[config.mk]
export PLATFORM = sky130hd
export DESIGN_NAME = frame_ptr_ctrl
export DESIGN_NICKNAME = d
export VERILOG_FILES = /design/src/verilog/frame_ptr_ctrl.sv
export VERILOG_INCLUDE_DIRS = /design/src /design/src/verilog
export SDC_FILE = /design/constraint.sdc
export NUM_CORES = 1
export LEC_CHECK = 0
export BUFFER_PORTS_ARGS = -buffer_cell sky130_fd_sc_hd__buf_2
export CELL_PAD_IN_SITES_DETAIL_PLACEMENT = 1
export CELL_PAD_IN_SITES_GLOBAL_PLACEMENT = 1
export CORE_AREA = 4 4 45 47
export CTS_CLUSTER_DIAMETER = 200
export DETAILED_ROUTE_END_ITERATION = 12
export DIE_AREA = 0 0 49 51
export PLACE_DENSITY_LB_ADDON = 0.1
export SKIP_CTS_REPAIR_TIMING = 1
export SYNTH_ARGS = -nofsm -noshare
export SYNTH_HDL_FRONTEND = slang
export SYNTH_SLANG_ARGS = --single-unit
[constraint.sdc]
create_clock -name clk -period 3.71 [get_ports clk]
set_input_delay 0.1855 -clock clk [delete_from_list [all_inputs] [get_ports clk]]
set_output_delay 0.1855 -clock clk [all_outputs]
set_load 0.01 [all_outputs]
[src/verilog/frame_buf_cfg.svh]
// frame buffer write side
// sizing constants shared by all blocks

`ifndef FRAME_BUF_CFG_SVH
`define FRAME_BUF_CFG_SVH

// one data word from the sensor path
`define FB_DATA_W 64
// frame slot pointer, up to 4 slots
`define FB_PTR_W 2
// longest burst in words
`define FB_BURST_LEN 32
// command burst length field
`define FB_BL_W 6
// command byte address
`define FB_BYTE_ADDR_W 30
// byte offset inside one burst slot, 32 words of 8 bytes
`define FB_OFFSET_W 8
// front FIFO
`define FB_FIFO_DEPTH 256
`define FB_FIFO_THRESH 32

`endif
[src/verilog/frame_ptr_ctrl.sv]
// frame pointer control
// picks the write slot per frame, skips the slot under read

`include "frame_buf_cfg.svh"

module frame_ptr_ctrl (
	input  logic                 clk,
	input  logic                 reset,
	input  logic                 i_ptr_req,
	input  logic [`FB_PTR_W-1:0] iv_rd_ptr,
	input  logic                 i_reading,
	input  logic [`FB_PTR_W:0]   iv_frame_depth,
	input  logic                 i_stream_on,
	output logic                 o_ptr_ack,
	output logic [`FB_PTR_W-1:0] ov_wr_ptr,
	output logic                 o_wr_ptr_change
);
	logic [`FB_PTR_W:0]   depth_q;
	logic [`FB_PTR_W-1:0] wr_ptr;
	logic [`FB_PTR_W-1:0] cand_a;
	logic [`FB_PTR_W-1:0] cand_b;
	logic                 single;
	logic                 hold;
	logic                 grant;
	logic                 ack_q;

	// next slot, wraps from depth-1 back to 0
	function automatic logic [`FB_PTR_W-1:0] next_slot(
		input logic [`FB_PTR_W-1:0] p,
		input logic [`FB_PTR_W:0]   depth
	);
		logic [`FB_PTR_W:0] p_ext;
		p_ext = {1'b0, p};
		if (p_ext + 1'b1 >= depth)
			return '0;
		return p + 1'b1;
	endfunction

	// ----------------------------------------
	// candidate and skip
	// ----------------------------------------
	assign single = (depth_q <= 1);
	// one slot and it is being read, wait
	assign hold   = single && i_reading;
	assign grant  = i_ptr_req && !ack_q && !hold;
	assign cand_a = next_slot(wr_ptr, depth_q);
	// step over the reader once
	assign cand_b = (i_reading && (cand_a == iv_rd_ptr)) ? next_slot(cand_a, depth_q) : cand_a;

	// depth only follows the input between requests
	always_ff @(posedge clk) begin
		if (reset)
			depth_q <= 1;
		else if (!i_ptr_req)
			depth_q <= iv_frame_depth;
	end

	always_ff @(posedge clk) begin
		if (reset)
			ack_q <= 1'b0;
		else
			ack_q <= grant;
	end

	always_ff @(posedge clk) begin
		if (reset || !i_stream_on || single)
			wr_ptr <= '0;
		else if (grant)
			wr_ptr <= cand_b;
	end

	assign o_ptr_ack       = ack_q;
	assign o_wr_ptr_change = ack_q;
	assign ov_wr_ptr       = wr_ptr;

	// chosen slot lies inside the frame depth
	a_ptr_range: assert property (@(posedge clk) disable iff (reset)
		o_ptr_ack |-> ((ov_wr_ptr == '0) || ({1'b0, ov_wr_ptr} < depth_q)));

endmodule

Yosys cells after proc, flatten, opt, wreduce, memory -nomap -nowiden:

Cells that the tools add are included.
W data, S select, Z words.

* register bits: 6
* input port bits: 10
* output and inout bits: 4
* logic and storage cells: 27

* add/sub/neg operators: 4
* magnitude comparators: 3
* equality and inequality tests: 1
* multiplexer cells: 7
* reductions and logical operators: 9

Operators by type and width (number)
* $mux W2: 5
* $add A2 B1 Y3 const B: 2
* $ge A3 B3 Y1: 2
* $add A2 B1 Y2 const B: 2
* $logic_and A1 B1 Y1: 4
* $le A3 B1 Y1 const B: 1
* $logic_not A1 Y1: 3
* $eq A2 B2 Y1: 1
* $logic_or A1 B1 Y1: 2
* $mux W1: 2

Depth between registers and ports, before layout:

* depth in word-level cells: 9
* gate-level depth with buffers: 11
* mapped depth without buffers: 11

Least setup slack after synthesis:

Ideal clock, no wire load.

* kind: flip-flop to flip-flop
* start: register wr_ptr[0] (netlist: ov_wr_ptr[0])
* end: register wr_ptr[0] (netlist: ov_wr_ptr[0])
* setup time: 0.117 ns
* data arrival time: 2.616 ns
* required time: 3.593 ns
* setup slack: 0.976 ns
* stages on the path, launching flop included: 12
* buffers on the path: 0
* period minus slack after synthesis: 2.734 ns
* cell sequence: dfxtp_1 -> ha_1 -> ha_1 -> nand2_1 -> o211ai_1 -> inv_1 -> ha_1 -> ha_1 -> a21oi_1 -> o211ai_1 -> o211ai_2 -> a32o_1

* longest elaborated chain between the ends: 9
* elaborated cells on any way between the ends: 13
* those cells by class: 4 x add/sub; 2 x order compare; 1 x eq/ne; 5 x mux; 1 x reduce/logical

Ends and longest elaborated chain
* from (decl): line frame_ptr_ctrl.sv:19 `` logic [`FB_PTR_W-1:0] wr_ptr; ``
* from (signal assigned): line frame_ptr_ctrl.sv:69 `wr_ptr <= cand_b;`
* $add A2 B1 Y3: line frame_ptr_ctrl.sv:34 `if (p_ext + 1'b1 >= depth)`
* $ge A3 B3 Y1: line frame_ptr_ctrl.sv:34
* $mux W1: line frame_ptr_ctrl.sv:34
* $mux W2 (*): line frame_ptr_ctrl.sv:36 `return p + 1'b1;`
* $add A2 B1 Y3: line frame_ptr_ctrl.sv:34
* $ge A3 B3 Y1: line frame_ptr_ctrl.sv:34
* $mux W1: line frame_ptr_ctrl.sv:34
* $mux W2: line frame_ptr_ctrl.sv:36
* $mux W2 (*): line frame_ptr_ctrl.sv:48 `assign cand_b = (i_reading && (cand_a == iv_rd_ptr)) ? next_slot(cand_a, depth_q) : cand_a;`

Every way passes the cells marked *; elsewhere a longest branch is shown, timed or not.
A chain may end at the register's enable or synchronous reset.

Worst setup path in the final report:

Ends and elaborated chain as after synthesis.

==> reports/qor.csv <==
stage;metric;value;unit
die;num_io_pins;14;
synthesis;yosys-top-cells-count;8 x ha_1, 7 x inv_1, 6 x dfxtp_1;
synthesis;dominantRegCellSynth;dfxtp_1;
drt;first_pass_iters;4;
setup_path;setup.reg_to_reg.worst_slack;0.73;ns
synthesis;synth-seq-cells;6;
cells_and_area;p_r_area_growth_vs_syn;18.9;%
sta;max_clock_freq;336;MHz
synthesis;synth.mux.area_fraction;3.74;%
cells_and_area;antennaDiodeCount;0;
cells_and_area;layout-drive-gt1-share;26.3;%
drt;drc;0;
synthesis;synth_edf_count;0;
clock_tree;cts_tree;yes;
synthesis;largest_family_of_logic_cells_by_synthesized_area;compound AO/OA/AOI/OAI gates;
synthesis;yosysMostFrequentCell;ha_1;
synthesis;synthesis.area_per_instance;8.78;um2
place;gp_congestion;0.709;
pwr;clkPwrFrac;34.9;%
run_status;run_status;finished clean;
place;placement.setup.worst_slack;0.719;ns
clock_tree;cts.clk_slew.worst_paths;0.05;ns
flow_run;max-cap-violations;0;
drt;route.vias.total;488;
sta;timing.slew.headroom;67.5;%
die;floorplan.rows;15;
setup_path;critical_path_arrival;3.10;ns
clock_tree;cts.root.buffer_cell;clkbuf_4;
pwr;power.static_leakage;0.000297;uW
drt;totalWireLength;1.24;mm
synthesis;synth_compound_gate_area_share;26.2;%
min_path;worst_hold_path_type;input port to register;
die;die-height;51;um
setup_path;crit_path_start_kind;register;
synthesis;netlist.top_cell.by_area;dfxtp_1;
synthesis;ys_warn_count;0;
pwr;fin_total_pwr;173;uW
clock_tree;h-tree-depth;1;
synthesis;netlist.area_leader.share;22.4;%
clock_tree;number_of_buffers_created_by_cts;3;
grt;grt_max_degree;7;
synthesis;post_synthesis_share_of_cell_area_spent_on_full_adders_half_adders_and_majority_gates;18.7;%
sta;rsz0062_at_grt;no;
sta;final_critical_delay_including_setup_and_external_delays;2.98;ns
die;die-width;49;um
drt;routed_wire_length_per_instance;13.4;um
die;area_enclosed_by_the_die_boundary;2500;um2
min_path;hold_path_depth;2;
pwr;p_seq_share;40.3;%
sta;timing_max_transition_violations_final;0;
synthesis;postSynthNetCount;79;
grt;grt_pass1_wl;2.02;mm
pwr;power.density;272;nW/um2
clock_tree;tritoncts_num_sinks;6;
grt;initial_antenna_violation_count;0;
sta;post-route-worst-setup-slack;0.733;ns
clock_tree;max-clock-path-buffers;2;
drt;post_drt_via_cell_ratio;5.25;
pwr;ir_drop;0.111;mV
synthesis;synth_seq_area_share;22.4;%
place;io_buf_count;13;
place;hpwlAfterDp;1.06;mm
setup_path;worstSetupPathType;register to register;
synthesis;mapped_cells;61;
clock_tree;insertion_delay;0.24;ns
sta;finalHoldViolCount;0;
die;core_region_area;1650;um2
synthesis;postSynth.asyncResetShare;0;%
synthesis;synth.lib_cells_used.distinct;26;
grt;gr_overflow_total;0;
setup_path;critPathRequiredTime;3.84;ns
setup_path;worst-path-max-fanout;6;
synthesis;synthXorXnorAreaFrac;3.27;%
die;initial_utilization;32.4;%
synthesis;yosys.area_share.simple;19.4;%
setup_path;critical_path.endpoint_type;register;
sta;worst_clock_skew;0.000692;ns
synthesis;syn_area;536;um2
sta;setup_viol;0;
pwr;combinationalPowerShare;24.8;%
cells_and_area;nNetsFinal;96;
cells_and_area;stdcell_area;637;um2
sta;setup_total_negative_slack;0;ns
setup_path;rr_worst_depth;11;
pwr;total_switching_power;49.6;uW
grt;grt_pass1_vias;501;
sta;finalCritPeriodShare;80.2;%
grt;grt_util_all_layers;10.5;%
synthesis;netlist_top_cells_area;dfxtp_1 22%, ha_1 19%, o211ai_1 7.0%, inv_1 4.9%, nand2b_1 4.7%;
sta;timing_worst_slew_pin_value;0.486;ns
drt;drt_iter0_drc;5;
pwr;switching_share;28.6;%
place;cell_area_after_placement;614;um2
pwr;cell_internal_pwr;124;uW
drt;drt.antenna.violating_nets;0;
[metrics by stage]
stage	cells	hold slack (ns)	util (%)
after floorplan	61	0.258	-
final	93	0.167	38.6
after global placement	90	0.415	37.2
after CTS	93	0.163	38.6
after global routing	93	0.163	38.6
after detailed placement	90	0.420	37.2
[power groups by stage]
stage                     sequential, uW  clock (uW)  combinational (uW)
final                               69.8        60.4                43.0
after global routing                70.2        68.1                48.8
after CTS                           69.7        64.1                43.7
after detailed placement            71.1           0                43.4
after global placement              71.0           0                42.8
after floorplan                     70.9           0                28.9
[cell type report]
| cell class | count | area [um2] |
|---|---|---|
| Inverter | 7 | 26.3 |
| Multi-Input combinational cell | 47 | 382 |
| Clock buffer | 3 | 22.5 |
| Fill cell | 218 | 1010 |
| Timing Repair Buffer | 13 | 65.1 |
| Tap cell | 17 | 21.3 |
| Sequential cell | 6 | 120 |
[cells in the final DEF (no fill, tap or decap), drive strengths merged]
cell,count
a211oi,1
ha,8
nor2b,2
dfxtp,6
clkbuf,3
nor3b,1
o32ai,1
o211ai,6
o21ai,3
or4,1
nand4b,1
o2111a,1
nand2b,4
nor3,1
nor2,3
o21a,2
a21oi,2
a32o,1
inv,7
mux2i,2
buf,13
a211o,1
xnor2,2
nand2,4
[sequential cells by signal (all words and copies together), names as in the netlist]
| name | count |
|---|---|
| o_ptr_ack | 1 |
| ov_wr_ptr | 2 |
| depth_q | 3 |
[kinds of logic (layout without fill, tap and decap cells)]
kind of cell | count (synthesis) | after routing
AOI/OAI and AO/OA | 18 | 18
xor gates and xnor gates | 2 | 2
adders and majority gates | 8 | 8
buffers and inverters | 8 | 23
DFF | 6 | 6
muxes | 2 | 2
and+or+nand+nor | 17 | 17
[worst max-delay path, cell delays in order (launching register included)]
cell	delay (ns)
dfxtp_1	0.42
ha_1	0.33
ha_1	0.30
nand2_1	0.09
o211ai_1	0.32
inv_1	0.12
ha_1	0.33
ha_1	0.28
a21oi_1	0.08
o211ai_1	0.20
o211ai_2	0.11
a32o_1	0.28
[per-layer routing]
metal,part of all wire [%],vias to the layer above,global-route usage (%),wire (um)
met5,0,-,0,0
met4,1.0,0,5.38,13
met3,3.0,2,2.62,37
met2,47,9,18.0,590
met1,48,222,11.8,601
li1,-,255,-,-
[worst paths after layout]
kind / to / from
worst min-delay path: depth_q[1]$_SDFFE_PP0N_ / reset
worst max-delay path: ov_wr_ptr[0]$_SDFFE_PP0P_ / ov_wr_ptr[0]$_SDFFE_PP0P_
worst min register to register: depth_q[2]$_SDFFE_PP0N_ / depth_q[2]$_SDFFE_PP0N_
worst max register to register: ov_wr_ptr[0]$_SDFFE_PP0P_ / ov_wr_ptr[0]$_SDFFE_PP0P_
Note: power is estimated with default switching activity, not from simulation.
