`src/verilog/frame_buf_cfg.svh`:
```
// frame buffer write side
// sizing constants shared by all blocks

`ifndef FRAME_BUF_CFG_SVH
`define FRAME_BUF_CFG_SVH

// one data word from the sensor path
`define FB_DATA_W 64
// frame slot pointer, up to 4 slots
`define FB_PTR_W 2
// longest burst in words
`define FB_BURST_LEN 32
// command burst length field
`define FB_BL_W 6
// command byte address
`define FB_BYTE_ADDR_W 30
// byte offset inside one burst slot, 32 words of 8 bytes
`define FB_OFFSET_W 8
// front FIFO
`define FB_FIFO_DEPTH 256
`define FB_FIFO_THRESH 32

`endif
```
`src/verilog/frame_buf_pkg.sv`:
```
// frame buffer write side
// segment kinds, FIFO word and command address layout

`include "frame_buf_cfg.svh"

package frame_buf_pkg;

	// burst index field takes what slot and offset leave over
	localparam int BURST_IDX_W = `FB_BYTE_ADDR_W - `FB_PTR_W - `FB_OFFSET_W;

	// flag segment of a word
	typedef enum logic [1:0] {
		SEG_LEADER,
		SEG_IMAGE,
		SEG_CHUNK,
		SEG_TRAILER
	} seg_kind_t;

	// front FIFO entry, 66 bits
	typedef struct packed {
		seg_kind_t             seg;
		logic [`FB_DATA_W-1:0] data;
	} fifo_word_t;

	// field view of the byte address
	typedef struct packed {
		logic [`FB_PTR_W-1:0]    slot;
		logic [BURST_IDX_W-1:0]  burst_idx;
		logic [`FB_OFFSET_W-1:0] offset;
	} cmd_addr_fields_t;

	// byte address, flat or split into slot / burst / offset
	typedef union packed {
		logic [`FB_BYTE_ADDR_W-1:0] flat;
		cmd_addr_fields_t           f;
	} cmd_addr_u;

endpackage

```
`src/verilog/frame_buf_if.sv`:
```
// frame buffer write side
// FIFO read port and burst command handshake

`include "frame_buf_cfg.svh"

// ----------------------------------------
// front FIFO read side, first word fall through
// ----------------------------------------
interface fifo_rd_if import frame_buf_pkg::*; ();
	fifo_word_t word;
	logic       empty;
	// level at or above start threshold
	logic       level_ok;
	// registered fval
	logic       frame_active;
	// latched stream enable
	logic       stream_on;
	// pop, only honoured when not empty
	logic       rd_en;

	modport producer (
		output word, empty, level_ok, frame_active, stream_on,
		input  rd_en
	);

	modport consumer (
		input  word, empty, level_ok, frame_active, stream_on,
		output rd_en
	);
endinterface

// ----------------------------------------
// burst close to command issue
// ----------------------------------------
interface burst_if ();
	// one cycle, new frame slot chosen
	logic               frame_start;
	// held from burst close until ack
	logic               req;
	// words minus one
	logic [`FB_BL_W-1:0] len;
	// frame fully written, pulse
	logic               frame_done;
	// same cycle as the command strobe
	logic               ack;

	modport writer (
		output frame_start, req, len, frame_done,
		input  ack
	);

	modport issuer (
		input  frame_start, req, len, frame_done,
		output ack
	);
endinterface

```
`src/verilog/burst_writer.sv`:
```
// burst writer FSM
// moves front FIFO words to the memory write port and closes bursts

`include "frame_buf_cfg.svh"

module burst_writer import frame_buf_pkg::*; (
	input  logic                  clk,
	input  logic                  reset,
	input  logic                  i_wr_full,
	input  logic                  i_ptr_ack,
	output logic                  o_ptr_req,
	output logic                  o_wr_en,
	output logic [`FB_DATA_W-1:0] o_wr_data,
	fifo_rd_if.consumer           rd,
	burst_if.writer               bus
);
	localparam logic [1:0] S_IDLE = 2'd0;
	localparam logic [1:0] S_PTR  = 2'd1;
	localparam logic [1:0] S_WR   = 2'd2;
	localparam logic [1:0] S_CMD  = 2'd3;

	logic [1:0]          state;
	logic [1:0]          state_nxt;
	// words in the open burst (up to 32)
	logic [`FB_BL_W-1:0] wcnt;
	seg_kind_t           burst_seg;
	logic                seg_break;
	logic                frame_end;
	logic                end_cond;
	logic                take;
	logic                last_word;

	// ----------------------------------------
	// burst close conditions
	// ----------------------------------------
	// head word belongs to another flag segment
	assign seg_break = (wcnt != '0) && !rd.empty && (rd.word.seg != burst_seg);
	// frame over and nothing left
	assign frame_end = !rd.frame_active && rd.empty;
	assign end_cond  = !rd.stream_on || frame_end;

	// one word per cycle while allowed
	assign take      = (state == S_WR) && rd.stream_on && !rd.empty && !i_wr_full
		&& !seg_break;
	assign last_word = take && (wcnt == `FB_BURST_LEN - 1);

	// ----------------------------------------
	// FSM
	// ----------------------------------------
	always_ff @(posedge clk) begin
		if (reset)
			state <= S_IDLE;
		else
			state <= state_nxt;
	end

	always_comb begin
		state_nxt = state;
		case (state)
			S_IDLE: begin
				// threshold reached, or a short frame already ended
				if (rd.stream_on && (rd.level_ok || (!rd.frame_active && !rd.empty)))
					state_nxt = S_PTR;
			end
			S_PTR: begin
				if (i_ptr_ack)
					state_nxt = S_WR;
			end
			S_WR: begin
				if (end_cond)
					state_nxt = (wcnt == '0) ? S_IDLE : S_CMD;
				else if (last_word || seg_break)
					state_nxt = S_CMD;
			end
			S_CMD: begin
				if (bus.ack)
					state_nxt = end_cond ? S_IDLE : S_WR;
			end
			default: state_nxt = S_IDLE;
		endcase
	end

	// ----------------------------------------
	// burst word count and segment
	// ----------------------------------------
	always_ff @(posedge clk) begin
		if (reset)
			wcnt <= '0;
		else if ((state == S_CMD) && bus.ack)
			wcnt <= '0;
		else if (take)
			wcnt <= wcnt + 1'b1;
	end

	// kind of the first word decides the burst
	always_ff @(posedge clk) begin
		if (take && (wcnt == '0))
			burst_seg <= rd.word.seg;
	end

	// ----------------------------------------
	// outputs
	// ----------------------------------------
	assign rd.rd_en  = take;
	assign o_wr_en   = take;
	assign o_wr_data = rd.word.data;
	assign o_ptr_req = (state == S_PTR);

	assign bus.frame_start = (state == S_PTR) && i_ptr_ack;
	assign bus.req         = (state == S_CMD);
	// count held in S_CMD, so len is stable
	assign bus.len         = wcnt - 1'b1;
	// last command acked, or frame ended right after a command
	assign bus.frame_done  = end_cond
		&& (((state == S_WR) && (wcnt == '0)) || ((state == S_CMD) && bus.ack));

	a_len_max: assert property (@(posedge clk) disable iff (reset)
		bus.req |-> (bus.len <= `FB_BURST_LEN - 1));

	// no word counted while a command waits for the issuer
	a_no_rd_cmd: assert property (@(posedge clk) disable iff (reset)
		(bus.req && !bus.ack) |=> $stable(bus.len));

	// issuer acks once, request drops right after
	a_req_drop: assert property (@(posedge clk) disable iff (reset)
		bus.ack |=> !bus.req);

endmodule

```
`src/flat_wrapper.sv`:
```
// flat-port wrapper written by rule: the top's interface ports become plain ports
module burst_writer_flat import frame_buf_pkg::*;
  (clk, reset, i_wr_full, i_ptr_ack, o_ptr_req, o_wr_en, o_wr_data, rd_word, rd_empty, rd_level_ok, rd_frame_active, rd_stream_on, rd_rd_en, bus_frame_start, bus_req, bus_len, bus_frame_done, bus_ack);
  fifo_rd_if rd_i ();
  burst_if bus_i ();
  input  logic clk;
  input  logic reset;
  input  logic i_wr_full;
  input  logic i_ptr_ack;
  output logic o_ptr_req;
  output logic o_wr_en;
  output logic [`FB_DATA_W-1:0] o_wr_data;
  input wire logic [$bits(rd_i.word)-1:0] rd_word;
  input wire logic [$bits(rd_i.empty)-1:0] rd_empty;
  input wire logic [$bits(rd_i.level_ok)-1:0] rd_level_ok;
  input wire logic [$bits(rd_i.frame_active)-1:0] rd_frame_active;
  input wire logic [$bits(rd_i.stream_on)-1:0] rd_stream_on;
  output wire logic [$bits(rd_i.rd_en)-1:0] rd_rd_en;
  output wire logic [$bits(bus_i.frame_start)-1:0] bus_frame_start;
  output wire logic [$bits(bus_i.req)-1:0] bus_req;
  output wire logic [$bits(bus_i.len)-1:0] bus_len;
  output wire logic [$bits(bus_i.frame_done)-1:0] bus_frame_done;
  input wire logic [$bits(bus_i.ack)-1:0] bus_ack;
  assign rd_i.word = rd_word;
  assign rd_i.empty = rd_empty;
  assign rd_i.level_ok = rd_level_ok;
  assign rd_i.frame_active = rd_frame_active;
  assign rd_i.stream_on = rd_stream_on;
  assign rd_rd_en = rd_i.rd_en;
  assign bus_frame_start = bus_i.frame_start;
  assign bus_req = bus_i.req;
  assign bus_len = bus_i.len;
  assign bus_frame_done = bus_i.frame_done;
  assign bus_i.ack = bus_ack;
  burst_writer u_core (.clk(clk), .reset(reset), .i_wr_full(i_wr_full), .i_ptr_ack(i_ptr_ack), .o_ptr_req(o_ptr_req), .o_wr_en(o_wr_en), .o_wr_data(o_wr_data), .rd(rd_i), .bus(bus_i));
endmodule
```
`config.mk`:
```
export PLATFORM = sky130hd
export DESIGN_NAME = burst_writer_flat
export DESIGN_NICKNAME = d
export VERILOG_FILES = /design/src/verilog/frame_buf_pkg.sv /design/src/verilog/frame_buf_if.sv /design/src/verilog/burst_writer.sv /design/src/flat_wrapper.sv
export VERILOG_INCLUDE_DIRS = /design/src /design/src/verilog
export SDC_FILE = /design/constraint.sdc
export NUM_CORES = 1
export LEC_CHECK = 0
export BUFFER_PORTS_ARGS = -buffer_cell sky130_fd_sc_hd__buf_2
export CORE_ASPECT_RATIO = 2
export CORE_MARGIN = 4
export CORE_UTILIZATION = 30
export CTS_CLUSTER_SIZE = 24
export DETAILED_ROUTE_END_ITERATION = 8
export PLACE_DENSITY = 0.78
export SYNTH_ARGS = -nofsm -noshare
export SYNTH_HDL_FRONTEND = slang
export SYNTH_SLANG_ARGS = --single-unit
```
`constraint.sdc`:
```
create_clock -name clk -period 1.5 [get_ports clk]
set_input_delay 0 -clock clk [delete_from_list [all_inputs] [get_ports clk]]
set_output_delay 0 -clock clk [all_outputs]
set_load 0.02 [all_outputs]
```
# Word level (Yosys, flattened, before mapping)
# Cells that the tools add are included.
# totals
reg_bits,10
inputBits,75
# op_classes
add_sub_neg,2
n_eq_ne,9
muxes,8
n_reduce_logical,29
# ops
operator,count
1-bit logical AND,15
2-bit two-way mux,7
2-bit one-hot mux with 4 select lines,1
6-bit by 1-bit adder with 6-bit output (second input constant),1
6-bit by 5-bit equality test with 1-bit output (second input constant),1
6-bit zero test,1
6-bit nonzero test,1
6-bit by 1-bit subtractor with 6-bit output (second input constant),1
1-bit zero test,5
2-bit equality test (second input constant),2
1-bit logical OR,4
2-bit by 1-bit inequality test with 1-bit output (second input constant),2
4-bit AND reduction,1
3-bit by 1-bit inequality test with 1-bit output (second input constant),1
2-bit by 1-bit equality test with 1-bit output (second input constant),1
2-bit zero test,1
2-bit inequality test,1
2-bit inequality test (second input constant),1
2-bit OR reduction,1

# Logic depth before layout (Yosys ltp)
# logic_depth
word_depth,10
ltp_mapped,6
depth_no_buf,5

# Worst setup path after synthesis
# Ideal clock, no wire load.
# synth_path
path_type,register to register
startpoint,register u_core.wcnt[0]
endpoint,register u_core.wcnt[2]
setup_ns,0.070
arrival_ns,1.557
t_required_ns,1.430
slack_ns,-0.126
stages_incl_launch_ff,7
path_buffers,1
synth_period_minus_slack_ns,1.626
path_cell_list,dfxtp_1 > inv_1 > ha_1 > a32oi_2 > buf_6 > or4_1 > a21oi_1
# synth_between
elab_chain_cells,5
word_cells_on_any_way,6
classes_between,1 x add/sub; 5 x reduce/logical
# synth_rtl
element,line_no,source
from (decl),burst_writer.sv:25,logic [`FB_BL_W-1:0] wcnt;
from (signal assigned),burst_writer.sv:92,wcnt <= wcnt + 1'b1;
branches (longest 5 deep; another with 6-bit by 1-bit adder with 6-bit output),n/a,
# Parallel ways; which one is timed is not known.
# A chain may end at the register's enable or synchronous reset.

# Worst setup path in the final report
# layout_path
startpoint,register u_core.wcnt[3]
endpoint,register u_core.wcnt[3]
# The elaborated chain is that of the path after synthesis.

==> metrics.md <==
| Metric | Value |
|---|---|
| Outcome | finished, violations left |
| Failing checks | setup timing |
| Die Width | approximately 53 microns |
| Hold Path Class | in2out |
| Global-route wire length before repair | 4.809 mm |
| WHS | between 0.000006 and 0.000007 ns |
| Crit path launch type | register |
| Critical Path Sink Type | register |
| Max_slew headroom | roughly four fifths |
| Register area share after synthesis | 18.11% |
| Net count, final | 209 |
| Detailed Route Iter0 Violations | 13 |
| Worst-margin pin slew | 0.3213 ns |
| Final Slew Violations | 0 |
| Final setup viols | 2 |
| End point of the critical path | u_core.wcnt[3] |
| CTS buffer count | 3 |
| Flops & latches, synth | 10 |
| Syn. warnings | 0 |
| CP required | 1.66 ns |
| P_leak | between 0.5 and 0.6 nW |
| Worst-Skew Late Latency | about 0.23 ns |
| R2R setup slack | -0.01 ns |
| Final HPWL DP | 2.718 mm |
| Clk slew on worst S/H paths | 0.05 ns |
| Synth Area per Inst | 8.217 sq um |
| DP Worst Slack | -0.04030 ns |
| Post-route minimum period | roughly 1.5 ns |
| Gate Count Post-Synth | around 150 |
| FF-to-FF Start | u_core.wcnt[3] |
| CTS Buffer Depth | 2 |
| # placed instances | 168 |
| Area grow syn2layout | 0.2059% |
| Fin crit share | 100.7% |
| Die ar. | 0.005198 sq mm |
| Synth Flop Type | dfxtp_1 |
| Die height | 98.04 microns |
| Core Box Area | 0.003884 sq mm |
| GR Util All Layers | 13.07% |
| Critical Path Source | u_core.wcnt[3] |
| # IOs | 151 |
| Worst VDD drop | around 0.31 mV |
| H-tree depth | 1 |
| Fill cell count | 425 |
| Final Skew | 0.004587 ns |
| Terminus of the critical flop-to-flop path | u_core.wcnt[3] |
| Largest net degree at the start of global routing | 10 |
| Vias in the first global route | 936 |
| Reg2Reg Depth | 4 |
| Pwr dens | 537.0 mW/mm^2 |
| DR WL/cell | 19.01 microns |
| Inserted Diodes | 0 |
| Detailed-route DRC error count | 0 |
| Share of cells above drive strength 1 | 51.54% |
| IO Port Bufs | 22 |
| Post-Route Utilization | 31.38% |
| Initial antenna violation count | 0 |
| Routed Antenna Nets | 0 |
| CTS tree | built |
| RSZ-0062 raised after global routing | yes |
| CTS Root Cell | clkbuf_8 |
| Library cells used by synthesis | 34 |
| Fmax | 662.0 MHz |
| Drt via density | 5.099 |
| Hold Path Stages | 0 |
| Crit-path max FO | 6 |
| Layout Cells excl Fill | 181 |
| Initial core utilization | 31.31% |
| Max-cap viol count | 0 |
| Num rows | 32 |
| Total gr overflow | 0 |
| CP arrival | approximately 1.7 ns |
| Post-synth ARST share | 0% |
| Mapped Area | between 0.001 and 0.0015 sq mm |
| Setup ws final | -0.01059 ns |
| Final hold violation count | 0 |
| Post-synth net total | 226 |
| Via count | approximately 920 |
| Post-synth EDFFs | 2 |
| Critical path type | reg2reg |
| DRT Pass-1 Iters | 4 |
| RePlAce Congestion | 0.8506 |
| Detailed Route WL | 3.441 mm |
| Clock Sinks | 10 |
==> area by class of cell <==
type | instances | area, sq um | area share [%]
repair buffers | 46 | 319.1 | 26.18
clock buffers | 3 | 41.29 | 3.388
flip-flops and latches | 10 | 224.0 | 18.38
inverters | 6 | 22.52 | 1.848
multi-input cells | 64 | 544.3 | 44.66
clock inverters | 1 | 3.754 | 0.3080
well taps | 51 | 63.81 | 5.236
==> metrics by stage <==
| stage | TNS (ns) | total power, mW | instance area, sq um |
|---|---|---|---|
| floorplan | 0 | 0.5743 | 1229 |
| finish | -0.01322 | 0.6544 | 1219 |
| global placement | -0.04497 | 0.3633 | 1002 |
| global route | -0.4788 | 0.6835 | 1219 |
| detailed placement | -0.1130 | 0.3637 | 1002 |
| CTS | 0 | 0.6533 | 1140 |
==> kinds of logic after synthesis <==
group | count (synthesis) | synth area share, %
adder cells (fa/ha/maj) | 3 | 3.087
AO/OA/AOI/OAI | 25 | 14.82
multiplexers | 2 | 1.749
AND/OR/NAND/NOR | 27 | 13.27
buffers and inverters | 75 | 44.65
XOR/XNOR | 6 | 4.321
flip-flops | 10 | 18.11
==> power by group <==
part | switching, mW | total [mW] | leakage (nW) | internal [mW]
sequential | 0.00219 | 0.281 | 0.0842 | 0.278
clock | 0.101 | 0.279 | 0.0231 | 0.179
combinational | 0.0501 | 0.0945 | 0.399 | 0.0444
==> registers in the layout, indices dropped and copies added, names as in the netlist <==
register          count
u_core.burst_seg      2
u_core.wcnt           6
u_core.state          2
==> layout by cell type (no fill, tap or decap), drive strengths merged, types with 4 or more instances in the layout <==
cell type	count
a21oi	7
or4	4
dfxtp	8
inv	6
buf	43
o31ai	4
nand3	7
nor2	5
xnor2	4
==> repair_timing <==
item | 4_1_cts | 5_1_grt
buffers inserted | 2 | 3
hold endpoints to repair | 3 | 0
hold buffers | 3 | 0
pin swaps | 4 | 9
resized for setup | 10 | 15
cloned | 0 | 1
endpoints found under the setup margin | 8 | 11
==> worst min-delay path by stage <==
stage / start / slack [ns] / to
global route: rd_word[23] / 0.00003 / o_wr_data[23]
floorplan: reset / 0.07 / u_core.state[1]
detailed placement: rd_word[44] / 0.0001 / o_wr_data[44]
finish: rd_word[17] / 0.000006 / o_wr_data[17]
CTS: rd_word[44] / 0.0001 / o_wr_data[44]
global placement: rd_word[44] / 0.0001 / o_wr_data[44]
==> routing by layer <==
layer / up-vias / wire, microns / track usage [%]
met5: - / 0 / 0
met3: 50 / 537 / 6.260
met4: 0 / 398 / 16.14
met1: 407 / 755 / 9.142
met2: 58 / 1749 / 20.98
li1: 408 / - / -
==> critical path: stages, from the launching register on <==
cell and delay [ns]:
dfxtp_2 0.33, nor3_4 0.25, a32oi_4 0.17, or4_1 0.56, a21oi_1 0.13
==> cell usage after synthesis, drive strengths merged (2+ instances only) <==
master	instances	area, sq um
a221oi	2	17.52
nor2b	2	12.51
xor2	2	17.52
o31ai	4	30.03
nor2	5	18.77
or4	4	30.03
nor3	2	21.27
dfxtp	8	160.2
o21ai	3	15.01
inv	6	22.52
a21oi	7	35.03
and3	3	20.02
buf	69	520.5
nand3	6	30.03
o211ai	2	15.01
xnor2	4	35.03
and2	3	18.77
edfxtp	2	60.06
ha	3	37.54
Power figures use the tool's default switching activity.
