==> src/verilog/frame_buf_cfg.svh <==
// frame buffer write side
// sizing constants shared by all blocks

`ifndef FRAME_BUF_CFG_SVH
`define FRAME_BUF_CFG_SVH

// one data word from the sensor path
`define FB_DATA_W 64
// frame slot pointer, up to 4 slots
`define FB_PTR_W 2
// longest burst in words
`define FB_BURST_LEN 32
// command burst length field
`define FB_BL_W 6
// command byte address
`define FB_BYTE_ADDR_W 30
// byte offset inside one burst slot, 32 words of 8 bytes
`define FB_OFFSET_W 8
// front FIFO
`define FB_FIFO_DEPTH 256
`define FB_FIFO_THRESH 32

`endif
==> src/verilog/frame_buf_pkg.sv <==
// frame buffer write side
// segment kinds, FIFO word and command address layout

`include "frame_buf_cfg.svh"

package frame_buf_pkg;

	// burst index field takes what slot and offset leave over
	localparam int BURST_IDX_W = `FB_BYTE_ADDR_W - `FB_PTR_W - `FB_OFFSET_W;

	// flag segment of a word
	typedef enum logic [1:0] {
		SEG_LEADER,
		SEG_IMAGE,
		SEG_CHUNK,
		SEG_TRAILER
	} seg_kind_t;

	// front FIFO entry, 66 bits
	typedef struct packed {
		seg_kind_t             seg;
		logic [`FB_DATA_W-1:0] data;
	} fifo_word_t;

	// field view of the byte address
	typedef struct packed {
		logic [`FB_PTR_W-1:0]    slot;
		logic [BURST_IDX_W-1:0]  burst_idx;
		logic [`FB_OFFSET_W-1:0] offset;
	} cmd_addr_fields_t;

	// byte address, flat or split into slot / burst / offset
	typedef union packed {
		logic [`FB_BYTE_ADDR_W-1:0] flat;
		cmd_addr_fields_t           f;
	} cmd_addr_u;

endpackage

==> src/verilog/frame_buf_if.sv <==
// frame buffer write side
// FIFO read port and burst command handshake

`include "frame_buf_cfg.svh"


// ----------------------------------------
// burst close to command issue
// ----------------------------------------
interface burst_if ();
	// one cycle, new frame slot chosen
	logic               frame_start;
	// held from burst close until ack
	logic               req;
	// words minus one
	logic [`FB_BL_W-1:0] len;
	// frame fully written, pulse
	logic               frame_done;
	// same cycle as the command strobe
	logic               ack;

	modport writer (
		output frame_start, req, len, frame_done,
		input  ack
	);

	modport issuer (
		input  frame_start, req, len, frame_done,
		output ack
	);
endinterface

==> src/verilog/wr_cmd_gen.sv <==
// write command generator
// forms burst length and byte address, runs the writing flag

`include "frame_buf_cfg.svh"

module wr_cmd_gen import frame_buf_pkg::*; (
	input  logic                       clk,
	input  logic                       reset,
	input  logic [`FB_PTR_W-1:0]       iv_wr_ptr,
	input  logic                       i_wr_cmd_full,
	output logic                       o_wr_cmd_en,
	output logic [`FB_BL_W-1:0]        ov_wr_cmd_bl,
	output logic [`FB_BYTE_ADDR_W-1:0] ov_wr_cmd_byte_addr,
	output logic                       o_writing,
	burst_if.issuer                    bus
);
	logic [BURST_IDX_W-1:0] burst_idx;
	logic [`FB_BL_W-1:0]    bl_q;
	cmd_addr_u              addr_q;
	logic                   issue;
	logic                   cmd_en_q;
	logic                   writing_q;

	// first free cycle with a pending burst
	assign issue = bus.req && !i_wr_cmd_full && !cmd_en_q;

	always_ff @(posedge clk) begin
		if (reset)
			cmd_en_q <= 1'b0;
		else
			cmd_en_q <= issue;
	end

	// command payload
	always_ff @(posedge clk) begin
		if (issue) begin
			bl_q                <= bus.len;
			addr_q.f.slot       <= iv_wr_ptr;
			addr_q.f.burst_idx  <= burst_idx;
			addr_q.f.offset     <= '0;
		end
	end

	// bursts within the frame
	always_ff @(posedge clk) begin
		if (reset || bus.frame_start)
			burst_idx <= '0;
		else if (cmd_en_q)
			burst_idx <= burst_idx + 1'b1;
	end

	// ----------------------------------------
	// writing flag
	// ----------------------------------------
	always_ff @(posedge clk) begin
		if (reset)
			writing_q <= 1'b0;
		else if (bus.frame_start)
			writing_q <= 1'b1;
		else if (bus.frame_done)
			writing_q <= 1'b0;
	end

	// up with the pointer change, down with the last command
	assign o_writing = (writing_q | bus.frame_start) & ~bus.frame_done;

	assign bus.ack             = cmd_en_q;
	assign o_wr_cmd_en         = cmd_en_q;
	assign ov_wr_cmd_bl        = bl_q;
	assign ov_wr_cmd_byte_addr = addr_q.flat;

endmodule

==> src/flat_wrapper.sv <==
// flat-port wrapper written by rule: the top's interface ports become plain ports
module wr_cmd_gen_flat import frame_buf_pkg::*;
  (clk, reset, iv_wr_ptr, i_wr_cmd_full, o_wr_cmd_en, ov_wr_cmd_bl, ov_wr_cmd_byte_addr, o_writing, bus_frame_start, bus_req, bus_len, bus_frame_done, bus_ack);
  burst_if bus_i ();
  input  logic clk;
  input  logic reset;
  input  logic [`FB_PTR_W-1:0] iv_wr_ptr;
  input  logic i_wr_cmd_full;
  output logic o_wr_cmd_en;
  output logic [`FB_BL_W-1:0] ov_wr_cmd_bl;
  output logic [`FB_BYTE_ADDR_W-1:0] ov_wr_cmd_byte_addr;
  output logic o_writing;
  input wire logic [$bits(bus_i.frame_start)-1:0] bus_frame_start;
  input wire logic [$bits(bus_i.req)-1:0] bus_req;
  input wire logic [$bits(bus_i.len)-1:0] bus_len;
  input wire logic [$bits(bus_i.frame_done)-1:0] bus_frame_done;
  output wire logic [$bits(bus_i.ack)-1:0] bus_ack;
  assign bus_i.frame_start = bus_frame_start;
  assign bus_i.req = bus_req;
  assign bus_i.len = bus_len;
  assign bus_i.frame_done = bus_frame_done;
  assign bus_ack = bus_i.ack;
  wr_cmd_gen u_core (.clk(clk), .reset(reset), .iv_wr_ptr(iv_wr_ptr), .i_wr_cmd_full(i_wr_cmd_full), .o_wr_cmd_en(o_wr_cmd_en), .ov_wr_cmd_bl(ov_wr_cmd_bl), .ov_wr_cmd_byte_addr(ov_wr_cmd_byte_addr), .o_writing(o_writing), .bus(bus_i));
endmodule
==> config.mk <==
export PLATFORM = sky130hd
export DESIGN_NAME = wr_cmd_gen_flat
export DESIGN_NICKNAME = d
export VERILOG_FILES = /design/src/verilog/frame_buf_pkg.sv /design/src/verilog/frame_buf_if.sv /design/src/verilog/wr_cmd_gen.sv /design/src/flat_wrapper.sv
export VERILOG_INCLUDE_DIRS = /design/src /design/src/verilog
export SDC_FILE = /design/constraint.sdc
export NUM_CORES = 1
export LEC_CHECK = 0
export ABC_AREA = 1
export BUFFER_PORTS_ARGS = -buffer_cell sky130_fd_sc_hd__buf_2
export CAP_MARGIN = 20
export CELL_PAD_IN_SITES_DETAIL_PLACEMENT = 0
export CELL_PAD_IN_SITES_GLOBAL_PLACEMENT = 1
export CORE_AREA = 5 5 79 81
export DETAILED_ROUTE_END_ITERATION = 12
export DIE_AREA = 0 0 84 86
export PLACE_DENSITY = 0.8
export SKIP_LAST_GASP = 1
export SYNTH_ARGS = -nofsm -noshare
export SYNTH_HDL_FRONTEND = slang
export SYNTH_SLANG_ARGS = --single-unit
==> constraint.sdc <==
create_clock -name clk -period 3.9 [get_ports clk]
set_input_delay 0.78 -clock clk [delete_from_list [all_inputs] [get_ports clk]]
set_output_delay 0.78 -clock clk [all_outputs]
set_load 0.1 [all_outputs]
After elaboration in Yosys (flattened, before gate mapping):

Index checks and enable logic that the tools add are counted.

* mux-type cells: 2
* bitwise operators: 3
* add/sub/neg operators: 1
* reduce and logical (&&, ||, !) cells: 6

Operator list (count)
* adder 20 x 1 -> 20 bit (second input constant): 1
* logical AND 1 bit: 2
* zero test 1 bit: 2
* 2-to-1 mux 1 bit: 2
* nonzero test 2 bit: 1
* bitwise AND 1 bit: 1
* logical OR 1 bit: 1
* NOT 1 bit: 1
* bitwise OR 1 bit: 1

* register bits after elaboration: 50
* word-level logic and storage cells: 17
* output and inout bits: 39
* input port bits: 14

Longest topological paths before layout:

Gate-level depths: netlist of the first run.

* depth after elaboration: 3
* mapped depth: 8
* gate-level depth less buffers: 8

Worst setup path after synthesis of the first run:

Ideal clock, no wire load.

* path type: reg2reg
* start: register u_core.cmd_en_q, in the netlist u_core.bus.ack
* end: register u_core.bl_q[0], in the netlist u_core.ov_wr_cmd_bl[0], enable pin
* arrival: 2955 ps
* stages on the path, launching flop included: 3
* slack: 497 ps
* period minus slack after synthesis: 3403 ps
* setup time: 448 ps
* cells stage by stage: dfxtp_1 -> buf_4 -> nor3_1

* word-level cells in the longest chain between the ends: 2

Ends and longest elaborated chain
* from (decl): line wr_cmd_gen.sv:21 `logic cmd_en_q;`
* from (signal assigned): line wr_cmd_gen.sv:31 `cmd_en_q <= issue;`
* zero test 1 bit: line wr_cmd_gen.sv:25 `assign issue = bus.req && !i_wr_cmd_full && !cmd_en_q;`
* logical AND 1 bit: line wr_cmd_gen.sv:25
* via u_core.issue: line wr_cmd_gen.sv:20 `logic issue;`
* to (signal assigned): line wr_cmd_gen.sv:37 `bl_q <= bus.len;`
* to (decl): line wr_cmd_gen.sv:18 `` logic [`FB_BL_W-1:0] bl_q; ``

The timed path passes the listed nets, and every way through them passes these cells.
A chain may end at the register's enable or synchronous reset.

Worst setup path after layout of the first run:

* start: input bus_frame_start
* end: output o_writing

* word-level cells in the longest chain between the ends: 2

Ends and longest elaborated chain
* from (decl): line flat_wrapper.sv:13 `input wire logic [$bits(bus_i.frame_start)-1:0] bus_frame_start;`
* bitwise OR 1 bit: line wr_cmd_gen.sv:65 `assign o_writing = (writing_q | bus.frame_start) & ~bus.frame_done;`
* bitwise AND 1 bit: line wr_cmd_gen.sv:65
* to (decl): line flat_wrapper.sv:12 `output logic o_writing;`

No other way between the ends.

==> run summary, run 1 <==
Worst-Skew Late Latency: 0.30 ns
Most common cell after layout, fill and taps aside: buf_2
Worst Slack Setup Final: 1.698 ns
Tot GR Track Use: 10.87%
Hold Vio Cnt, Final: 0
R2R setup slack: 2.49 ns
FF-to-FF path depth: 7
First-pass DRT Iterations: 4
Max frequency: 0.4542 GHz
Die ar.: 0.007224 sq mm
Area of the core: 0.005405 sq mm
Crit start category: input port
Combinational share of power: 15.9%
WHS Endpoint: u_core.ov_wr_cmd_byte_addr[27]$_DFFE_PP_
Effective utilization at floorplan: 37.75%
Final period util: 56.46%
Non-filler instance count after layout: 323
Internal power: 714.5 uW
Sw Pwr: 323.2 uW
Hpwl dp: 2.553 mm
CP required: 3.12 ns
CTS Hold Bufs: 0
Layout Skew: 0.005150 ns
CTS tree: done
Arrival time worst endpoint: 1.42 ns
Avg Cell Area, Syn: 10.15 sq um
R2R Path Start: u_core.bus.ack$_SDFF_PP0_
Vias in the first global route: 1337
Max VDD drop: 200.4 uV
Clock sinks: 50
Via-to-Cell Ratio: 4.402
Commonest cells after routing, fill and taps aside: buf_2 (44), nand2_1 (39), nor2_1 (31)
Worst Path Class, Setup: input port to output pin
Synth Register Bits: 50
Total power: 1.038 mW
Worst Path Max Fanout: 3
DP Cell Count: 315
Final Wtd Congestion: 0.8072
Min Tclk post-route: 2.202 ns
Area of the multi-input gates: 655.6 sq um
CTS buffer count: 5
FF+latch area: 0.001281 sq mm
Power share of the clock group: 29.0%
# setup viols final: 0
Post-route antenna net violation count: 0
Max Cap Viol: 0
Number of buffers on the longest clock path: 2
Seq pwr share: 55.1%
Root Driver: clkbuf_8
First-pass GRT wire length: 6.327 mm
Largest net degree at the start of global routing: 29
Antenna violations before repair: 0
Die width: 84 um
Total gr overflow: 0
Mapped Cells: 201
WL/cell: 10.94 um
Synthesized cell area: 0.002041 sq mm
RSZ-0062 raised after global routing: false
Vias: 1422
Antenna Cells: 0
Register area share after synthesis: 62.78%
Crit end category: output pin
Reg-to-Reg End: u_core.burst_idx[19]$_SDFFE_PP0P_
Status: finished, final reports clean
Worst hold path cell count: 0
Total wire length: 3.533 mm
Place WS: 1.704 ns
FILL cells: 555
Setup TNS Final: 0 ns
Worst Hold Class: flop to flop
Die H: 86 um
Syn-to-layout area delta: 18.21%
Count of standard-cell rows: 27
Switch share: 31.14%
Ports: 53
Hold wc startpoint: u_core.burst_idx[19]$_SDFFE_PP0P_
Post-CTS sizing: 0
Remaining DRCs: 0
Final #Nets: 265
Yosys cell types: 26
Ratio of cells with drive above 1 in the final layout: 27.09%
Pwr dens: 430.2 mW/mm^2
Post-CTS Setup Bufs: 0
Buffers on Ports: 44
H-tree depth: 2
DR iter-0 viols: 100
Clock-pin slew on the worst setup and hold paths: 0.09 ns
Max Slew Vio Count: 0
Yosys warning count: 0
Leak: 0.9439 nW
-- registers in the layout (all words and copies together), names as in the netlist --
register,cells
u_core.bus.ack,1
u_core.ov_wr_cmd_byte_addr,22
u_core.burst_idx,20
u_core.ov_wr_cmd_bl,6
u_core.writing_q,1
-- per-stage QoR --
step	instance area (sq um)	hold WS (ns)	utilization, %
final	2412	0.4907	44.63
after global placement	2318	0.4443	42.89
after global routing	2412	0.5151	44.63
after floorplan	2067	0.4316	-
after CTS	2412	0.4947	44.63
after detailed placement	2318	0.4691	42.89
-- power groups by stage --
stage	logic (mW)	registers (mW)	clock network, mW
after floorplan	0.0627	0.671	0
after global placement	0.165	0.584	0
after detailed placement	0.166	0.584	0
after CTS	0.166	0.572	0.314
after global routing	0.171	0.574	0.341
final	0.165	0.572	0.301
-- area by class of cell --
class,count,area share (%)
flip-flops and latches,50,53.11
well taps,72,3.734
clock inverters,3,1.037
repair buffers,46,9.751
inverters,15,2.334
clock buffers,5,2.853
multi-input cells,132,27.18
-- worst max-delay path, cell delays in order --
cell and delay [ns]:
buf_2 0.10, nor2_1 0.05, nor2_1 0.07, buf_2 0.42
-- cell families after synthesis --
family	Yosys count	synth area share (%)
AOI/OAI and AO/OA	16	4.292
xor gates and xnor gates	2	0.8585
DFF	50	62.78
buffers and inverters	26	6.621
adders and majority gates	1	0.6130
other	1	0.1838
and+or+nand+nor	105	24.65
-- cells in the mapped netlist --
cell | n | area [sq um]
inv_2 | 1 | 3.750
nand2_1 | 39 | 146.4
buf_1 | 1 | 3.750
nor3b_1 | 1 | 7.510
o21bai_1 | 2 | 15.01
inv_1 | 13 | 48.80
xor2_1 | 2 | 17.52
nor4_1 | 1 | 6.260
buf_4 | 10 | 75.07
and3_1 | 2 | 12.51
a211oi_1 | 1 | 7.510
dfxtp_1 | 22 | 440.4
edfxtp_1 | 28 | 840.8
nor2_4 | 4 | 45.04
nor3_1 | 4 | 20.02
clkinv_1 | 1 | 3.750
a21oi_1 | 13 | 65.06
nor2_1 | 31 | 116.4
nand4_1 | 4 | 25.02
nor2_8 | 1 | 20.02
nand2_4 | 1 | 11.26
nor2_2 | 3 | 18.77
ha_1 | 1 | 12.51
nand2_2 | 3 | 18.77
nand3_1 | 11 | 55.05
conb_1 | 1 | 3.750
-- routing by layer --
| layer | global-route usage, % | up-vias | part of all wire [%] |
|---|---|---|---|
| li1 | - | 754 | - |
| met5 | 0 | - | 0 |
| met1 | 13.89 | 616 | 47 |
| met4 | 4.825 | 0 | 2.1 |
| met2 | 16.99 | 45 | 43 |
| met3 | 3.362 | 7 | 7.3 |
-- worst max-delay path by stage --
stage	cells after the start	start	slack, ns	end
finish	4	bus_frame_start	1.70	o_writing
global route	4	bus_frame_start	1.63	o_writing
CTS	4	bus_frame_start	1.70	o_writing
detailed placement	4	bus_frame_start	1.70	o_writing
global placement	4	bus_frame_start	1.70	o_writing
floorplan	2	u_core.bus.ack$_SDFF_PP0_	0.50	u_core.ov_wr_cmd_bl[0]$_DFFE_PP_
Power figures use the tool's default switching activity.
==> run 2: changes to the inputs <==
clock period = 2.31 ns   (was 3.9 ns; I/O delays follow)
==> run summary, run 2 (synthesized netlist as in run 1, its figures left out) <==
Most common cell after layout, fill and taps aside: buf_2
Post-CTS sizing: 0 (unchanged)
Antenna Cells: 0 (unchanged)
Max frequency: 0.5360 GHz
Final design utilization: 44.58% (-0.046 points)
Seq pwr share: 56.3% (+1.2 points)
Die H: 86 um (unchanged)
Die width: 84 um (unchanged)
Root Driver: clkbuf_8
Critical Path Stages: 1 (-3)
R2R Path Start: u_core.bus.ack$_SDFF_PP0_
Vias in the first global route: 1272 (-4.9%)
CTS Hold Bufs: 0 (unchanged)
Ports: 53 (unchanged)
Post-route antenna net violation count: 0 (unchanged)
Place WS: 0.7486 ns (-0.9551 ns)
Max VDD drop: 347.3 uV (+73%)
Final period util: 80.77%
R2R setup slack: 0.88 ns (-1.61 ns)
Largest net degree at the start of global routing: 29 (unchanged)
Switch share: 30.28% (-0.86 points)
Hpwl dp: 2.566 mm (+0.52%)
Hold Vio Cnt, Final: 0 (unchanged)
Final Wtd Congestion: 0.7828 (-3.0%)
Vias: 1411 (-0.77%)
Sw Pwr: 519.3 uW (+61%)
Met3 wire len: 282 um (+9.3%)
Crit path from: u_core.bus.ack$_SDFF_PP0_
FILL cells: 520 (-6.3%)
Total gr overflow: 0 (unchanged)
Crit start category: flop
Final #Nets: 265 (unchanged)
RSZ-0062 raised after global routing: false
Effective utilization at floorplan: 37.75% (unchanged)
Internal power: 1.196 mW (+67%)
Setup TNS Final: 0 ns (unchanged)
H-tree depth: 2 (unchanged)
Combinational share of power: 16.3% (+0.4 points)
Worst hold path cell count: 1 (+1)
Max Slew Vio Count: 0 (unchanged)
Reg-to-Reg End: u_core.burst_idx[6]$_SDFFE_PP0P_
Layout Skew: 0.007485 ns (+0.002335 ns)
Total wire length: 3.507 mm (-0.74%)
Final instance area: 0.002410 sq mm (-0.10%)
# setup viols final: 0 (unchanged)
Antenna violations before repair: 0 (unchanged)
Number of buffers on the longest clock path: 2 (unchanged)
Die ar.: 0.007224 sq mm (unchanged)
Commonest cells after routing, fill and taps aside: buf_2 (44), nand2_1 (39), nor2_1 (31)
CP top delay family: flip-flops
FF-to-FF path depth: 7 (unchanged)
CP required: 1.85 ns (-1.27 ns)
Arrival time worst endpoint: 1.40 ns (-0.02 ns)
Leak: 0.9405 nW (-0.36%)
Ratio of cells with drive above 1 in the final layout: 26.69% (-0.40 points)
Via-to-Cell Ratio: 4.368 (-0.77%)
CP Capture Point: bus_ack
CP max stage cell: dfxtp_1
Critical-path cell list: buf_2
Worst-Skew Late Latency: 0.30 ns (about the same)
Remaining DRCs: 0 (unchanged)
Crit end category: output pin
CTS buffer count: 5 (unchanged)
CTS tree: done
First-pass DRT Iterations: 4 (unchanged)
WP buf/inv: 1 (-1)
Tot GR Track Use: 10.34% (-0.53 points)
DR iter-0 viols: 82 (-18%)
Max Cap Viol: 0 (unchanged)
CP max stage delay: 0.59 ns (+0.17 ns)
Pwr dens: 711.6 mW/mm^2 (+65%)
Area of the core: 0.005405 sq mm (unchanged)
Max reg flops: 22 (unchanged)
DR top layer: met4
Syn-to-layout area delta: 18.09%
Met1 Routed Length: 1.641 mm (-1.7%)
Routed wl met2: 1.526 mm (-0.26%)
Clock sinks: 50 (unchanged)
Clock-pin slew on the worst setup and hold paths: 0.09 ns (about the same)
Worst Path Max Fanout: 11 (+8)
First-pass GRT wire length: 5.961 mm (-5.8%)
Count of standard-cell rows: 27 (unchanged)
Min Tclk post-route: 1.866 ns
Worst Slack Setup Final: 0.4443 ns (-1.254 ns)
Power share of the clock group: 27.4% (-1.6 points)
WL/cell: 10.86 um (-0.74%)
Placed Area: 0.002325 sq mm (+0.27%)
Post-CTS Setup Bufs: 0 (unchanged)
Total power: 1.715 mW (+65%)
Worst Hold Class: input port to flop
Buffers on Ports: 44 (unchanged)
Status: finished, final reports clean
Worst Path Class, Setup: flop to output pin
==> run 2: cell count changes in the layout (fill, tap and decap cells not counted), sizes merged <==
| cell | before | now |
|---|---|---|
| inv | 15 | 14 |
| clkinv | 2 | 3 |
==> run 2: worst min path at each step <==
| stage | from | end | slack (ns) |
|---|---|---|---|
| finish | bus_len[4] | u_core.ov_wr_cmd_bl[4]$_DFFE_PP_ | 0.34 |
| global route | bus_len[0] | u_core.ov_wr_cmd_bl[0]$_DFFE_PP_ | 0.31 |
| CTS | bus_len[4] | u_core.ov_wr_cmd_bl[4]$_DFFE_PP_ | 0.32 |
| detailed placement | u_core.burst_idx[19]$_SDFFE_PP0P_ | u_core.ov_wr_cmd_byte_addr[27]$_DFFE_PP_ | 0.45 |
| global placement | u_core.burst_idx[19]$_SDFFE_PP0P_ | u_core.ov_wr_cmd_byte_addr[27]$_DFFE_PP_ | 0.45 |
| floorplan | u_core.burst_idx[19]$_SDFFE_PP0P_ | u_core.ov_wr_cmd_byte_addr[27]$_DFFE_PP_ | 0.43 |
==> run 2: metrics by stage <==
stage	cells	hold slack (ns)
2_1_floorplan	208	0.4316
3_3_place_gp	315	0.4487
3_5_place_dp	315	0.4538
4_1_cts	323	0.3209
5_1_grt	323	0.3113
6_report	323	0.3359
==> run 2: area by class of cell <==
type | count | area (sq um) | area share, %
clock inverters | 3 | 16.27 | 0.6750
well taps | 72 | 90.09 | 3.738
multi-input cells | 132 | 661.9 | 27.47
inverters | 15 | 56.30 | 2.336
flip-flops and latches | 50 | 1281 | 53.17
repair buffers | 46 | 235.2 | 9.761
clock buffers | 5 | 68.82 | 2.856
==> run 2: power by group through the flow <==
stage | Clock, mW | Sequential (mW) | Combinational (mW)
2_1_floorplan | 0 | 1.13 | 0.107
3_3_place_gp | 0 | 0.987 | 0.280
3_5_place_dp | 0 | 0.987 | 0.282
4_1_cts | 0.495 | 0.966 | 0.282
5_1_grt | 0.534 | 0.969 | 0.288
6_report | 0.469 | 0.966 | 0.280
==> run 2: routing by layer <==
layer  vias to the layer above  track usage, %
met4                         0           5.263
li1                        744               -
met3                         5           3.650
met5                         -               0
met2                        49           15.40
met1                       613           13.29
==> run 3: changes to the inputs <==
clock period = 1.83 ns   (was 2.31 ns; I/O delays follow)
==> run summary, run 3 (synthesized netlist as in run 1, its figures left out) <==
Status: finished, final reports clean
Pwr dens: 947.8 mW/mm^2 (+33%)
FF+latch area: 0.001285 sq mm (+0.29%)
Antenna Cells: 0 (unchanged)
Max frequency: 0.6441 GHz
Largest net degree at the start of global routing: 29 (unchanged)
Clock sinks: 50 (unchanged)
CTS tree: done
Min Tclk post-route: 1.552 ns
CP max stage delay: 0.45 ns (-0.14 ns)
Layout Skew: 0.004650 ns (-0.002835 ns)
Number of buffers on the longest clock path: 2 (unchanged)
Arrival time worst endpoint: 1.19 ns (-0.21 ns)
Final Wtd Congestion: 0.7315 (-6.6%)
Max Slew Vio Count: 0 (unchanged)
Post-route antenna net violation count: 0 (unchanged)
Area of the core: 0.005405 sq mm (unchanged)
Vias: 1418 (+0.50%)
# setup viols final: 0 (unchanged)
Die ar.: 0.007224 sq mm (unchanged)
CP top delay family: buffers and inverters
Leak: 0.9536 nW (+1.4%)
Critical-path cell list: buf_2
FF-to-FF path depth: 8 (+1)
First-pass DRT Iterations: 4 (unchanged)
Via-to-Cell Ratio: 4.390 (+0.50%)
Post-CTS Setup Bufs: 0 (unchanged)
Crit path from: u_core.bus.ack$_SDFF_PP0_
Commonest cells after routing, fill and taps aside: buf_2 (44), nand2_1 (39), nor2_1 (30)
Die H: 86 um (unchanged)
Post-CTS sizing: 0 (unchanged)
Total wire length: 3.479 mm (-0.80%)
Clock-pin slew on the worst setup and hold paths: 0.09 ns (about the same)
Worst Path Max Fanout: 11 (unchanged)
CP required: 1.46 ns (-0.39 ns)
Crit start category: flop
Setup TNS Final: 0 ns (unchanged)
Count of standard-cell rows: 27 (unchanged)
Hpwl dp: 2.581 mm (+0.59%)
Die width: 84 um (unchanged)
CP Capture Point: o_wr_cmd_en
R2R Path Start: u_core.burst_idx[0]$_SDFFE_PP0P_
Tot GR Track Use: 10.03% (-0.31 points)
Buffers on Ports: 44 (unchanged)
Antenna violations before repair: 0 (unchanged)
CTS buffer count: 5 (unchanged)
WP buf/inv: 1 (unchanged)
Ratio of cells with drive above 1 in the final layout: 27.89% (+1.2 points)
Root Driver: clkbuf_8
Hold Vio Cnt, Final: 0 (unchanged)
Worst-Skew Late Latency: 0.30 ns (about the same)
Crit end category: output pin
Worst Path Class, Setup: flop to output pin
DR iter-0 viols: 53 (-35%)
Max VDD drop: 357.9 uV (+3.1%)
Max Cap Viol: 0 (unchanged)
Placed Area: 0.002344 sq mm (+0.81%)
R2R setup slack: 0.47 ns (-0.41 ns)
Most common cell after layout, fill and taps aside: buf_2
FILL cells: 536 (+3.1%)
First-pass GRT wire length: 5.733 mm (-3.8%)
Reg-to-Reg End: u_core.burst_idx[6]$_SDFFE_PP0P_
CTS Hold Bufs: 0 (unchanged)
Area of the multi-input gates: 664.4 sq um (+0.38%)
RSZ-0062 raised after global routing: false
Ports: 53 (unchanged)
Final #Nets: 265 (unchanged)
WL/cell: 10.77 um (-0.80%)
Max reg flops: 22 (unchanged)
Remaining DRCs: 0 (unchanged)
CP max stage cell: buf_2
Total gr overflow: 0 (unchanged)
Effective utilization at floorplan: 37.75% (unchanged)
Final period util: 84.84%
Final instance area: 0.002457 sq mm (+2.0%)
Syn-to-layout area delta: 20.42%
H-tree depth: 2 (unchanged)
Worst Hold Class: input port to flop
Critical Path Stages: 1 (unchanged)
Vias in the first global route: 1218 (-4.2%)
run 3: cell count changes in the layout (fill, tap and decap cells not counted), sizes merged:
cell | previous run | this run
bufinv | 0 | 1
clkinv | 3 | 1
clkinvlp | 1 | 2
run 3: cell type report:
cell class,instances,area share [%]
tap,72,3.666
clock buffer,5,2.800
timing repair buffer,46,10.08
clock inverter,3,1.833
sequential,50,52.29
inverter,15,2.291
multi-input combinational,132,27.04
run 3: where the power goes:
part           switching [mW]  internal [mW]
sequential            0.00904           1.21
combinational           0.316         0.0409
clock                   0.347          0.406
total                   0.673           1.66
run 3: worst min path at each step:
stage                                      startpoint                                       end  slack (ns)  depth (start not counted)
floorplan                               i_wr_cmd_full                 u_core.bus.ack$_SDFF_PP0_        0.43                          1
global placement    u_core.burst_idx[19]$_SDFFE_PP0P_  u_core.ov_wr_cmd_byte_addr[27]$_DFFE_PP_        0.45                          0
detailed placement  u_core.burst_idx[19]$_SDFFE_PP0P_  u_core.ov_wr_cmd_byte_addr[27]$_DFFE_PP_        0.46                          0
CTS                                        bus_len[0]          u_core.ov_wr_cmd_bl[0]$_DFFE_PP_        0.23                          1
global route                               bus_len[4]          u_core.ov_wr_cmd_bl[4]$_DFFE_PP_        0.22                          1
finish                                     bus_len[5]          u_core.ov_wr_cmd_bl[5]$_DFFE_PP_        0.24                          1
run 3: layer usage:
layer | track usage (%) | routed length (um) | up-vias
met3 | 3.266 | 263 | 6
met2 | 15.55 | 1465 | 46
li1 | - | - | 752
met4 | 4.825 | 72 | 0
met5 | 0 | 0 | -
met1 | 12.67 | 1678 | 614
run 3: per-stage QoR:
stage	hold slack, ns	setup slack, ns	power [mW]	utilization [%]	cells
after floorplan	0.4280	0.04194	1.565	-	208
after global placement	0.4480	0.4666	1.603	43.36	315
after detailed placement	0.4562	0.4463	1.605	43.36	315
after CTS	0.2321	0.2598	2.364	45.46	323
after global routing	0.2227	0.2274	2.427	45.46	323
final	0.2413	0.2775	2.329	45.46	323
